--- src/uart_cfg.svh ---
`ifndef UART_CFG_SVH
`define UART_CFG_SVH

// register addresses on the two-bit bus
`define UART_ADDR_STATUS 2'd0
`define UART_ADDR_DATA 2'd1
`define UART_ADDR_TXDIV 2'd2
`define UART_ADDR_RXDIV 2'd3

// bit positions inside the status word
`define UART_STAT_RXI 0
`define UART_STAT_TXI 1
`define UART_STAT_TXC 2
`define UART_STAT_RXF 3
`define UART_STAT_RXIE 4
`define UART_STAT_TXIE 5
`define UART_STAT_OVR 6

// clocks per bit after reset, and the smallest divider the timers can handle
`define UART_DIV_RESET 16'd104
`define UART_DIV_MIN 16'd2

// 8N1 frame: start bit, eight data bits and one stop bit
`define UART_DATA_BITS 8
`define UART_FRAME_BITS 10

`endif
--- src/uartPkg.sv ---
package uartPkg;

	// status word as seen on the bus at address 0
	// the field order follows the UART_STAT_* bit positions, msb first
	typedef struct packed {
		// unused upper bits always read as zero
		logic [8:0] reserved;
		// a byte arrived while the previous one was still unread
		logic ovr;
		// transmit interrupt enable
		logic txie;
		// receive interrupt enable
		logic rxie;
		// stop bit of the held byte was high
		logic rxf;
		// transmitter is idle or has finished its last frame
		logic txc;
		// a transmission completed and the status has not been read since
		logic txi;
		// a received byte is waiting in the holding register
		logic rxi;
	} uartStatus_t;

	// one bus read word, taken either as the status layout or as a plain
	// sixteen bit value for the data byte and the dividers
	typedef union packed {
		uartStatus_t status;
		logic [15:0] raw;
	} uartWord_u;

endpackage

--- src/uartTxIf.sv ---
`timescale 1ns/10ps
`include "uart_cfg.svh"

// transmit handshake between the register block and the transmitter
interface uartTxIf;

	// byte to send, valid while txStart is high
	logic [`UART_DATA_BITS-1:0] txData;
	// one cycle request, only raised while txBusy is low
	logic txStart;
	// high from the edge after txStart until the last stop bit cycle
	logic txBusy;
	// one cycle pulse in the last cycle of the stop bit
	logic txDone;

	// register block side issues the byte and watches for completion
	modport regs (
		output txData,
		output txStart,
		input txBusy,
		input txDone
	);

	// transmitter side takes the byte and reports its progress
	modport xmit (
		input txData,
		input txStart,
		output txBusy,
		output txDone
	);

endinterface

--- src/uart.sv ---
`timescale 1ns/10ps
`include "uart_cfg.svh"

module uart (
	input logic CLK,
	input logic rst,
	input logic [1:0] ADDR,
	input logic RD,
	input logic WR,
	input logic [15:0] DIN,
	output logic [15:0] DOUT,
	output logic UART_INT,
	input logic RXD,
	output logic TXD
);

	// per direction clocks per bit from the register block
	logic [15:0] txDiv;
	logic [15:0] rxDiv;
	// received byte handed from the receiver to the holding register
	logic [`UART_DATA_BITS-1:0] rxData;
	logic rxValid;
	logic rxStopOk;

	// transmit handshake bundle
	uartTxIf txBus ();

	uartRegs u_regs (
		.CLK(CLK),
		.rst(rst),
		.ADDR(ADDR),
		.RD(RD),
		.WR(WR),
		.DIN(DIN),
		.DOUT(DOUT),
		.UART_INT(UART_INT),
		.tx(txBus.regs),
		.txDiv(txDiv),
		.rxDiv(rxDiv),
		.rxData(rxData),
		.rxValid(rxValid),
		.rxStopOk(rxStopOk)
	);

	uartTx u_tx (
		.CLK(CLK),
		.rst(rst),
		.tx(txBus.xmit),
		.txDiv(txDiv),
		.TXD(TXD)
	);

	uartRx u_rx (
		.CLK(CLK),
		.rst(rst),
		.RXD(RXD),
		.rxDiv(rxDiv),
		.rxData(rxData),
		.rxValid(rxValid),
		.rxStopOk(rxStopOk)
	);

endmodule

--- src/uartRegs.sv ---
`timescale 1ns/10ps
`include "uart_cfg.svh"

module uartRegs
	import uartPkg::*;
(
	input logic CLK,
	input logic rst,
	input logic [1:0] ADDR,
	input logic RD,
	input logic WR,
	input logic [15:0] DIN,
	output logic [15:0] DOUT,
	output logic UART_INT,
	uartTxIf.regs tx,
	output logic [15:0] txDiv,
	output logic [15:0] rxDiv,
	input logic [`UART_DATA_BITS-1:0] rxData,
	input logic rxValid,
	input logic rxStopOk
);

	// flags visible in the status word
	logic rxi;
	logic txi;
	logic txc;
	logic rxf;
	logic rxie;
	logic txie;
	logic ovr;
	// last received byte, held until the next one replaces it
	logic [`UART_DATA_BITS-1:0] holdByte;

	// decoded bus strobes
	logic statusRead;
	logic dataRead;
	logic statusWrite;
	logic dataWrite;
	logic txDivWrite;
	logic rxDivWrite;
	// a data write is taken only when the transmitter is free
	logic txAccept;
	// divider write value after the lower bound
	logic [15:0] divFloor;

	uartStatus_t statusWord;
	uartWord_u rdWord;

	assign statusRead = RD && (ADDR == `UART_ADDR_STATUS);
	assign dataRead = RD && (ADDR == `UART_ADDR_DATA);
	assign statusWrite = WR && (ADDR == `UART_ADDR_STATUS);
	assign dataWrite = WR && (ADDR == `UART_ADDR_DATA);
	assign txDivWrite = WR && (ADDR == `UART_ADDR_TXDIV);
	assign rxDivWrite = WR && (ADDR == `UART_ADDR_RXDIV);

	// txc stays low from an accepted write until txDone
	// which also covers the cycle where txStart is still pending
	assign txAccept = dataWrite && txc && !tx.txBusy;

	// the bit timers need at least two clocks per bit
	assign divFloor = (DIN < `UART_DIV_MIN) ? `UART_DIV_MIN : DIN;

	always_comb begin
		statusWord = '0;
		statusWord.rxi = rxi;
		statusWord.txi = txi;
		statusWord.txc = txc;
		statusWord.rxf = rxf;
		statusWord.rxie = rxie;
		statusWord.txie = txie;
		statusWord.ovr = ovr;
	end

	// read word mux, status goes in through its field layout
	// and everything else as a plain word
	always_comb begin
		rdWord.raw = '0;
		case (ADDR)
			`UART_ADDR_STATUS: rdWord.status = statusWord;
			`UART_ADDR_DATA: rdWord.raw = {8'h00, holdByte};
			`UART_ADDR_TXDIV: rdWord.raw = txDiv;
			`UART_ADDR_RXDIV: rdWord.raw = rxDiv;
			default: rdWord.raw = '0;
		endcase
	end

	// DOUT only changes on a read strobe and holds in between
	always_ff @(posedge CLK) begin
		if (RD) begin
			DOUT <= rdWord.raw;
		end
	end

	always_ff @(posedge CLK) begin
		if (txAccept) begin
			tx.txData <= DIN[`UART_DATA_BITS-1:0];
		end
		if (rxValid) begin
			holdByte <= rxData;
		end
	end

	always_ff @(posedge CLK) begin
		if (rst) begin
			txDiv <= `UART_DIV_RESET;
			rxDiv <= `UART_DIV_RESET;
			tx.txStart <= 1'b0;
			rxi <= 1'b0;
			txi <= 1'b0;
			txc <= 1'b1;
			rxf <= 1'b0;
			rxie <= 1'b0;
			txie <= 1'b0;
			ovr <= 1'b0;
			UART_INT <= 1'b0;
		end else begin
			if (txDivWrite) begin
				txDiv <= divFloor;
			end
			if (rxDivWrite) begin
				rxDiv <= divFloor;
			end
			if (statusWrite) begin
				rxie <= DIN[`UART_STAT_RXIE];
				txie <= DIN[`UART_STAT_TXIE];
			end

			// start pulses in the cycle after the accepted write
			tx.txStart <= txAccept;

			// completion wins over a clear in the same cycle
			if (tx.txDone) begin
				txc <= 1'b1;
			end else if (txAccept) begin
				txc <= 1'b0;
			end
			if (tx.txDone) begin
				txi <= 1'b1;
			end else if (statusRead) begin
				txi <= 1'b0;
			end

			// a new byte replaces the held one, overrun only if it was unread
			if (rxValid) begin
				rxi <= 1'b1;
				rxf <= rxStopOk;
			end else if (dataRead) begin
				rxi <= 1'b0;
				rxf <= 1'b0;
			end
			if (rxValid && rxi && !dataRead) begin
				ovr <= 1'b1;
			end else if (statusRead) begin
				ovr <= 1'b0;
			end

			// registered interrupt, one cycle behind the flags
			UART_INT <= (rxi && rxie) || (txi && txie);
		end
	end

endmodule

--- src/uartRx.sv ---
`timescale 1ns/10ps
`include "uart_cfg.svh"

module uartRx (
	input logic CLK,
	input logic rst,
	input logic RXD,
	input logic [15:0] rxDiv,
	output logic [`UART_DATA_BITS-1:0] rxData,
	output logic rxValid,
	output logic rxStopOk
);

	// receiver states
	localparam logic [1:0] IDLE = 2'd0;
	localparam logic [1:0] START = 2'd1;
	localparam logic [1:0] DATA = 2'd2;
	localparam logic [1:0] STOP = 2'd3;

	logic [1:0] state;
	// two flop synchronizer for the asynchronous line
	logic rxMeta;
	logic rxSync;
	// previous synchronized level for falling edge detection
	logic rxPrev;
	// divider captured at the start edge, used for the whole frame
	logic [15:0] divLatched;
	// cycles left until the next sample point
	logic [15:0] cycCnt;
	// number of data bits taken so far
	logic [2:0] bitCnt;
	// data bits arrive lsb first and shift in from the top
	logic [`UART_DATA_BITS-1:0] rxShift;

	always_ff @(posedge CLK) begin
		if (rst) begin
			rxMeta <= 1'b1;
			rxSync <= 1'b1;
			rxPrev <= 1'b1;
		end else begin
			rxMeta <= RXD;
			rxSync <= rxMeta;
			rxPrev <= rxSync;
		end
	end

	always_ff @(posedge CLK) begin
		if (rst) begin
			state <= IDLE;
			cycCnt <= '0;
			bitCnt <= '0;
			rxValid <= 1'b0;
		end else begin
			rxValid <= 1'b0;
			case (state)
				IDLE: begin
					// a high to low step on the line may be a start bit
					if (rxPrev && !rxSync) begin
						divLatched <= rxDiv;
						// land on the middle of the start bit
						cycCnt <= (rxDiv >> 1) - 16'd1;
						state <= START;
					end
				end
				START: begin
					if (cycCnt == 16'd0) begin
						if (rxSync) begin
							// line is back high, treat it as a glitch and rearm
							state <= IDLE;
						end else begin
							cycCnt <= divLatched - 16'd1;
							bitCnt <= '0;
							state <= DATA;
						end
					end else begin
						cycCnt <= cycCnt - 16'd1;
					end
				end
				DATA: begin
					if (cycCnt == 16'd0) begin
						rxShift <= {rxSync, rxShift[`UART_DATA_BITS-1:1]};
						cycCnt <= divLatched - 16'd1;
						if (bitCnt == 3'(`UART_DATA_BITS - 1)) begin
							state <= STOP;
						end else begin
							bitCnt <= bitCnt + 3'd1;
						end
					end else begin
						cycCnt <= cycCnt - 16'd1;
					end
				end
				STOP: begin
					if (cycCnt == 16'd0) begin
						// hand over the byte with its stop level
						// a low stop bit is reported, not dropped
						rxData <= rxShift;
						rxStopOk <= rxSync;
						rxValid <= 1'b1;
						state <= IDLE;
					end else begin
						cycCnt <= cycCnt - 16'd1;
					end
				end
				default: begin
					state <= IDLE;
				end
			endcase
		end
	end

endmodule

--- src/uartTx.sv ---
`timescale 1ns/10ps
`include "uart_cfg.svh"

module uartTx (
	input logic CLK,
	input logic rst,
	uartTxIf.xmit tx,
	input logic [15:0] txDiv,
	output logic TXD
);

	// frame shifter, bit 0 is the level currently on the line
	logic [`UART_FRAME_BITS-1:0] frame;
	// divider captured at txStart so a later write waits for the next frame
	logic [15:0] divLatched;
	// cycles left in the current bit, counting down to zero
	logic [15:0] cycCnt;
	// index of the bit being sent, 0 is the start bit
	logic [3:0] bitCnt;
	// frame in progress, stays high through the final stop bit cycle
	logic active;
	logic busyReg;
	logic doneReg;

	assign TXD = frame[0];
	assign tx.txBusy = busyReg;
	assign tx.txDone = doneReg;

	always_ff @(posedge CLK) begin
		if (rst) begin
			// an all-ones shifter keeps the line idle high
			frame <= '1;
			cycCnt <= '0;
			bitCnt <= '0;
			active <= 1'b0;
			busyReg <= 1'b0;
			doneReg <= 1'b0;
		end else begin
			// done is only ever a single cycle pulse
			doneReg <= 1'b0;
			if (tx.txStart) begin
				// start bit low, data lsb first, then the high stop bit
				frame <= {1'b1, tx.txData, 1'b0};
				divLatched <= txDiv;
				cycCnt <= txDiv - 16'd1;
				bitCnt <= '0;
				active <= 1'b1;
				busyReg <= 1'b1;
			end else if (active) begin
				if (cycCnt == 16'd0) begin
					if (bitCnt == 4'(`UART_FRAME_BITS - 1)) begin
						// stop bit finished, the line rests on the stop level
						active <= 1'b0;
					end else begin
						// shift in ones so the line stays high after the frame
						frame <= {1'b1, frame[`UART_FRAME_BITS-1:1]};
						cycCnt <= divLatched - 16'd1;
						bitCnt <= bitCnt + 4'd1;
					end
				end else begin
					cycCnt <= cycCnt - 16'd1;
					// the next cycle is the last one of the stop bit
					// so done pulses there and busy drops on the same edge
					if (bitCnt == 4'(`UART_FRAME_BITS - 1) && cycCnt == 16'd1) begin
						doneReg <= 1'b1;
						busyReg <= 1'b0;
					end
				end
			end
		end
	end

endmodule

--- config.mk ---
export PLATFORM = sky130hd
export DESIGN_NAME = uart
export DESIGN_NICKNAME = d
export VERILOG_FILES = /design/src/uartPkg.sv /design/src/uartTxIf.sv /design/src/uart.sv /design/src/uartRegs.sv /design/src/uartRx.sv /design/src/uartTx.sv
export VERILOG_INCLUDE_DIRS = /design/src
export SDC_FILE = /design/constraint.sdc
export NUM_CORES = 1
export LEC_CHECK = 0
export BUFFER_PORTS_ARGS = -buffer_cell sky130_fd_sc_hd__buf_2
export CAP_MARGIN = 20
export CORE_UTILIZATION = 35
export CTS_CLUSTER_SIZE = 8
export DETAILED_ROUTE_END_ITERATION = 7
export PLACE_DENSITY = 0.46
export SETUP_SLACK_MARGIN = 0.2
export SLEW_MARGIN = 20
export SYNTH_ARGS = -nofsm -noshare
export SYNTH_HDL_FRONTEND = slang
export SYNTH_SLANG_ARGS = --single-unit
--- constraint.sdc ---
create_clock -name CLK -period 3.45 [get_ports CLK]
set_input_delay 0.345 -clock CLK [delete_from_list [all_inputs] [get_ports CLK]]
set_output_delay 0.345 -clock CLK [all_outputs]
set_load 0.03 [all_outputs]
==> results.rst <==
.. list-table::
   :header-rows: 1

   * - Metric
     - Value
   * - Status
     - finished clean
   * - Number of synthesized flops with an enable pin
     - slightly above 80
   * - Final setup viols
     - 0
   * - Number of antenna violations at the first check in global routing
     - 0
   * - Post-cts sizing count
     - 0
   * - Via count of the first global-routing pass
     - about 6.4k
   * - Clock sink total
     - 179
   * - Die X
     - about 160 µm
   * - Total Wirelength
     - approximately 23000 µm
   * - Unrepaired setup endpoints after global routing
     - false
   * - Sequential Power Share
     - 44.2%
   * - Arrival time worst endpoint
     - a little over 3000 ps
   * - Fraction of power consumed by combinational cells
     - around a fifth
   * - Diodes inserted
     - 0
   * - Power share of the clock group
     - between 30% and 40%
   * - Period utilisation layout
     - 78.1%
   * - Delay-heaviest family, CP
     - simple AND/OR/NAND/NOR gates
   * - Setup slack at placement
     - roughly 820 ps
   * - Flip-flop and latch count after synthesis
     - around 180
   * - Number of buffers added for setup after CTS
     - 0
   * - Maximum number of pins on one net before global-route repair
     - 37
   * - CTS buffer count
     - 17
   * - Effective utilization at floorplan
     - between 30% and 40%
   * - Final WS setup
     - ~750 ps
   * - Switching power total
     - 1770 µW
   * - Number of fill cells in the layout
     - ~2.5k
   * - Primary FF master, synth
     - sky130_fd_sc_hd__dfxtp_1
   * - Vias
     - about 6.7k
   * - Most area-hungry cell type in the Yosys netlist
     - sky130_fd_sc_hd__edfxtp_1
   * - Aggregate global routing overflow
     - 0
   * - Worst clock skew
     - between 15 and 20 ps
   * - DR iter-0 viols
     - 390
   * - Number of buffers on the longest clock path
     - 2
   * - Critical Path Most Common Cell
     - sky130_fd_sc_hd__nor2_1
   * - Final setup TNS
     - 0 ps
   * - Tightest Pin Transition
     - just under 1000 ps
   * - RePlAce Congestion
     - a little under 0.8
   * - Distinct cell type count of the synthesized netlist
     - roughly 70
   * - Most numerous cell in the Yosys netlist
     - sky130_fd_sc_hd__nand2_1
   * - Average detailed-routed wire length per instance
     - 18.5 µm
   * - Yosys Warn Count
     - 0
   * - Ratio of cells with drive above 1 in the final layout
     - 13.0%
   * - Portion of synthesized cell area occupied by the leading cell type
     - around 28%
   * - Peak supply drop
     - 306 µV
   * - Post-layout nets
     - 955
   * - Most common library cells after synthesis
     - sky130_fd_sc_hd__nand2_1, sky130_fd_sc_hd__dfxtp_1, sky130_fd_sc_hd__nor2_1, sky130_fd_sc_hd__edfxtp_1, sky130_fd_sc_hd__a21oi_1
   * - Worst Path Max Fanout
     - 11
   * - Tightest Hold Check Type
     - in -> reg
   * - Net count after synthesis
     - roughly 930
   * - Cells after Synth
     - roughly 890
   * - Clock transition at path regs
     - approximately 80 ps
   * - Layout overhead on the synthesized area
     - 13.0%
   * - Worst path required time
     - roughly 3800 ps
   * - Clk root buf
     - sky130_fd_sc_hd__clkbuf_16
   * - Total global-route track usage
     - 18.5%
   * - Sequential share of the synthesized area
     - about half
   * - Ranking of synthesized cells by area
     - sky130_fd_sc_hd__edfxtp_1, sky130_fd_sc_hd__dfxtp_1, sky130_fd_sc_hd__xor2_1, sky130_fd_sc_hd__nand2_1, sky130_fd_sc_hd__nor2_1
   * - Clock H-tree levels
     - 4
   * - Sequence of cells on the critical path
     - nor3_2, nand3_1, o31a_1, nor2_1, nor2_1, a32o_1
   * - Buf/Inv on CP
     - 0
   * - Post-CTS Hold Buffers
     - 0
   * - Cell type of the slowest stage on the worst timing path
     - sky130_fd_sc_hd__nor2_1
   * - Die Height
     - ~160 µm
   * - Overall die area
     - between 20000 and 30000 µm²
   * - Core area
     - ~25000 µm²
   * - Std cell rows
     - 57
   * - FMAX
     - approximately 0.37 GHz
   * - Internal Power
     - ~3700 µW
   * - Power Density
     - 550 nW/µm²
   * - Category of the critical setup timing path
     - reg -> reg
   * - Cell area after technology mapping
     - approximately 8800 µm²
   * - First-pass GRT wire length
     - approximately 37000 µm
   * - Worst Setup Start Kind
     - flip-flop
   * - Relative slew slack
     - roughly a third
   * - Critical path endpoint category
     - flip-flop
   * - CP max stage delay
     - about 570 ps
   * - Vias per std cell
     - 5.35
   * - Hold violation count in the final report
     - 0
   * - Clock insertion delay at the later pin of the skew report
     - 440 ps
   * - Syn avg cell area
     - 9.97 µm²
   * - Share of total power consumed by net switching
     - 32.3%
   * - Post-detailed-route count of antenna-violating nets
     - 0
   * - DRT Pass-1 Iters
     - 5
   * - Num ports
     - slightly above 40
   * - Leakage dissipation
     - 0.00355 µW
   * - Ys async rst share
     - 0%
   * - Remaining design rule violation count
     - 0
   * - Max Slew Vio Count
     - 0
   * - Max Cap Viol
     - 0
   * - Half-perimeter wire length of the detailed placement result
     - between 15000 and 20000 µm
   * - Final min period
     - 2700 ps
   * - TritonCTS clock tree
     - done
   * - Input/output buffers
     - 40
==> per-layer routing <==
metal	track usage [%]	vias to the layer above	share of wire [%]	wire (µm)
met2	27.6	126	44	10100
met5	0	-	0	0
met4	4.59	0	0.81	187
li1	-	3284	-	-
met1	27.7	3283	52	12000
met3	2.87	11	3.9	895
==> flip-flops by register name, indices dropped and copies added (netlist names), 3 cells and up, named ones only <==
name / count
u_tx.frame: 9
u_regs.holdByte: 8
u_rx.rxShift: 8
u_rx.bitCnt: 3
u_regs.rxDiv: 16
u_regs.tx.txData: 8
u_regs.txDiv: 16
u_tx.bitCnt: 4
u_rx.divLatched: 16
u_regs.DOUT: 16
u_rx.rxData: 8
u_tx.cycCnt: 16
u_tx.divLatched: 16
u_rx.cycCnt: 16
==> cell type report <==
| class | instances | area (µm²) | share of cell area, % |
|---|---|---|---|
| Sequential cell | 179 | 4390 | 44.1 |
| Clock buffer | 17 | 425 | 4.27 |
| Tap cell | 324 | 405 | 4.07 |
| Timing Repair Buffer | 57 | 330 | 3.31 |
| Clock inverter | 15 | 176 | 1.77 |
| Inverter | 25 | 93.8 | 0.942 |
| Multi-Input combinational cell | 635 | 4140 | 41.5 |
==> layout by cell type (no fill, tap or decap), drive strengths merged, types with 14 or more instances in the layout <==
cell,instances
ha,17
clkbuf,17
a211oi,21
dfxtp,98
inv,34
xnor2,30
a21oi,61
nand2,105
nor3,29
or3,14
edfxtp,81
buf,57
nor2,85
mux2i,20
nor4,26
xor2,46
o21ai,20
==> through the flow <==
step | hold slack (ps) | power, µW | instance area, µm² | util (%) | instances
after floorplan | 389 | 3260 | 8820 | - | 885
after global placement | 392 | 3560 | 9360 | 38.2 | 1220
after detailed placement | 398 | 3550 | 9360 | 38.2 | 1220
after CTS | 67.9 | 5530 | 9960 | 40.6 | 1252
after global routing | 67.9 | 5770 | 9960 | 40.6 | 1252
final | 83.4 | 5480 | 9960 | 40.6 | 1252
==> logic make-up after synthesis <==
| logic type | count (synthesis) | synth area share [%] |
|---|---|---|
| and+or+nand+nor | 347 | 20.3 |
| adders and majority gates | 17 | 2.41 |
| AOI/OAI and AO/OA | 166 | 12.3 |
| buffers and inverters | 71 | 3.26 |
| DFF | 179 | 49.8 |
| muxes | 29 | 4.31 |
| xor gates and xnor gates | 76 | 7.55 |
==> power by group through the flow <==
stage / Combinational, µW / Sequential, µW / Clock [µW]
after floorplan: 810 / 2450 / 0
after global placement: 1090 / 2470 / 0
after detailed placement: 1090 / 2470 / 0
after CTS: 1090 / 2420 / 2030
after global routing: 1220 / 2430 / 2120
final: 1090 / 2420 / 1970
==> worst paths after layout <==
path	start	end	slack, ps	cells after the start
max reg2reg	u_tx.cycCnt[8]$_SDFFE_PP0P_	u_tx.cycCnt[3]$_SDFFE_PP0P_	750	6
max	u_tx.cycCnt[8]$_SDFFE_PP0P_	u_tx.cycCnt[3]$_SDFFE_PP0P_	750	6
min	RXD	u_rx.rxMeta$_SDFF_PP1_	80	2
min reg2reg	u_rx.rxMeta$_SDFF_PP1_	u_rx.rxSync$_SDFF_PP1_	420	1
(Power assumes the default switching activity.)
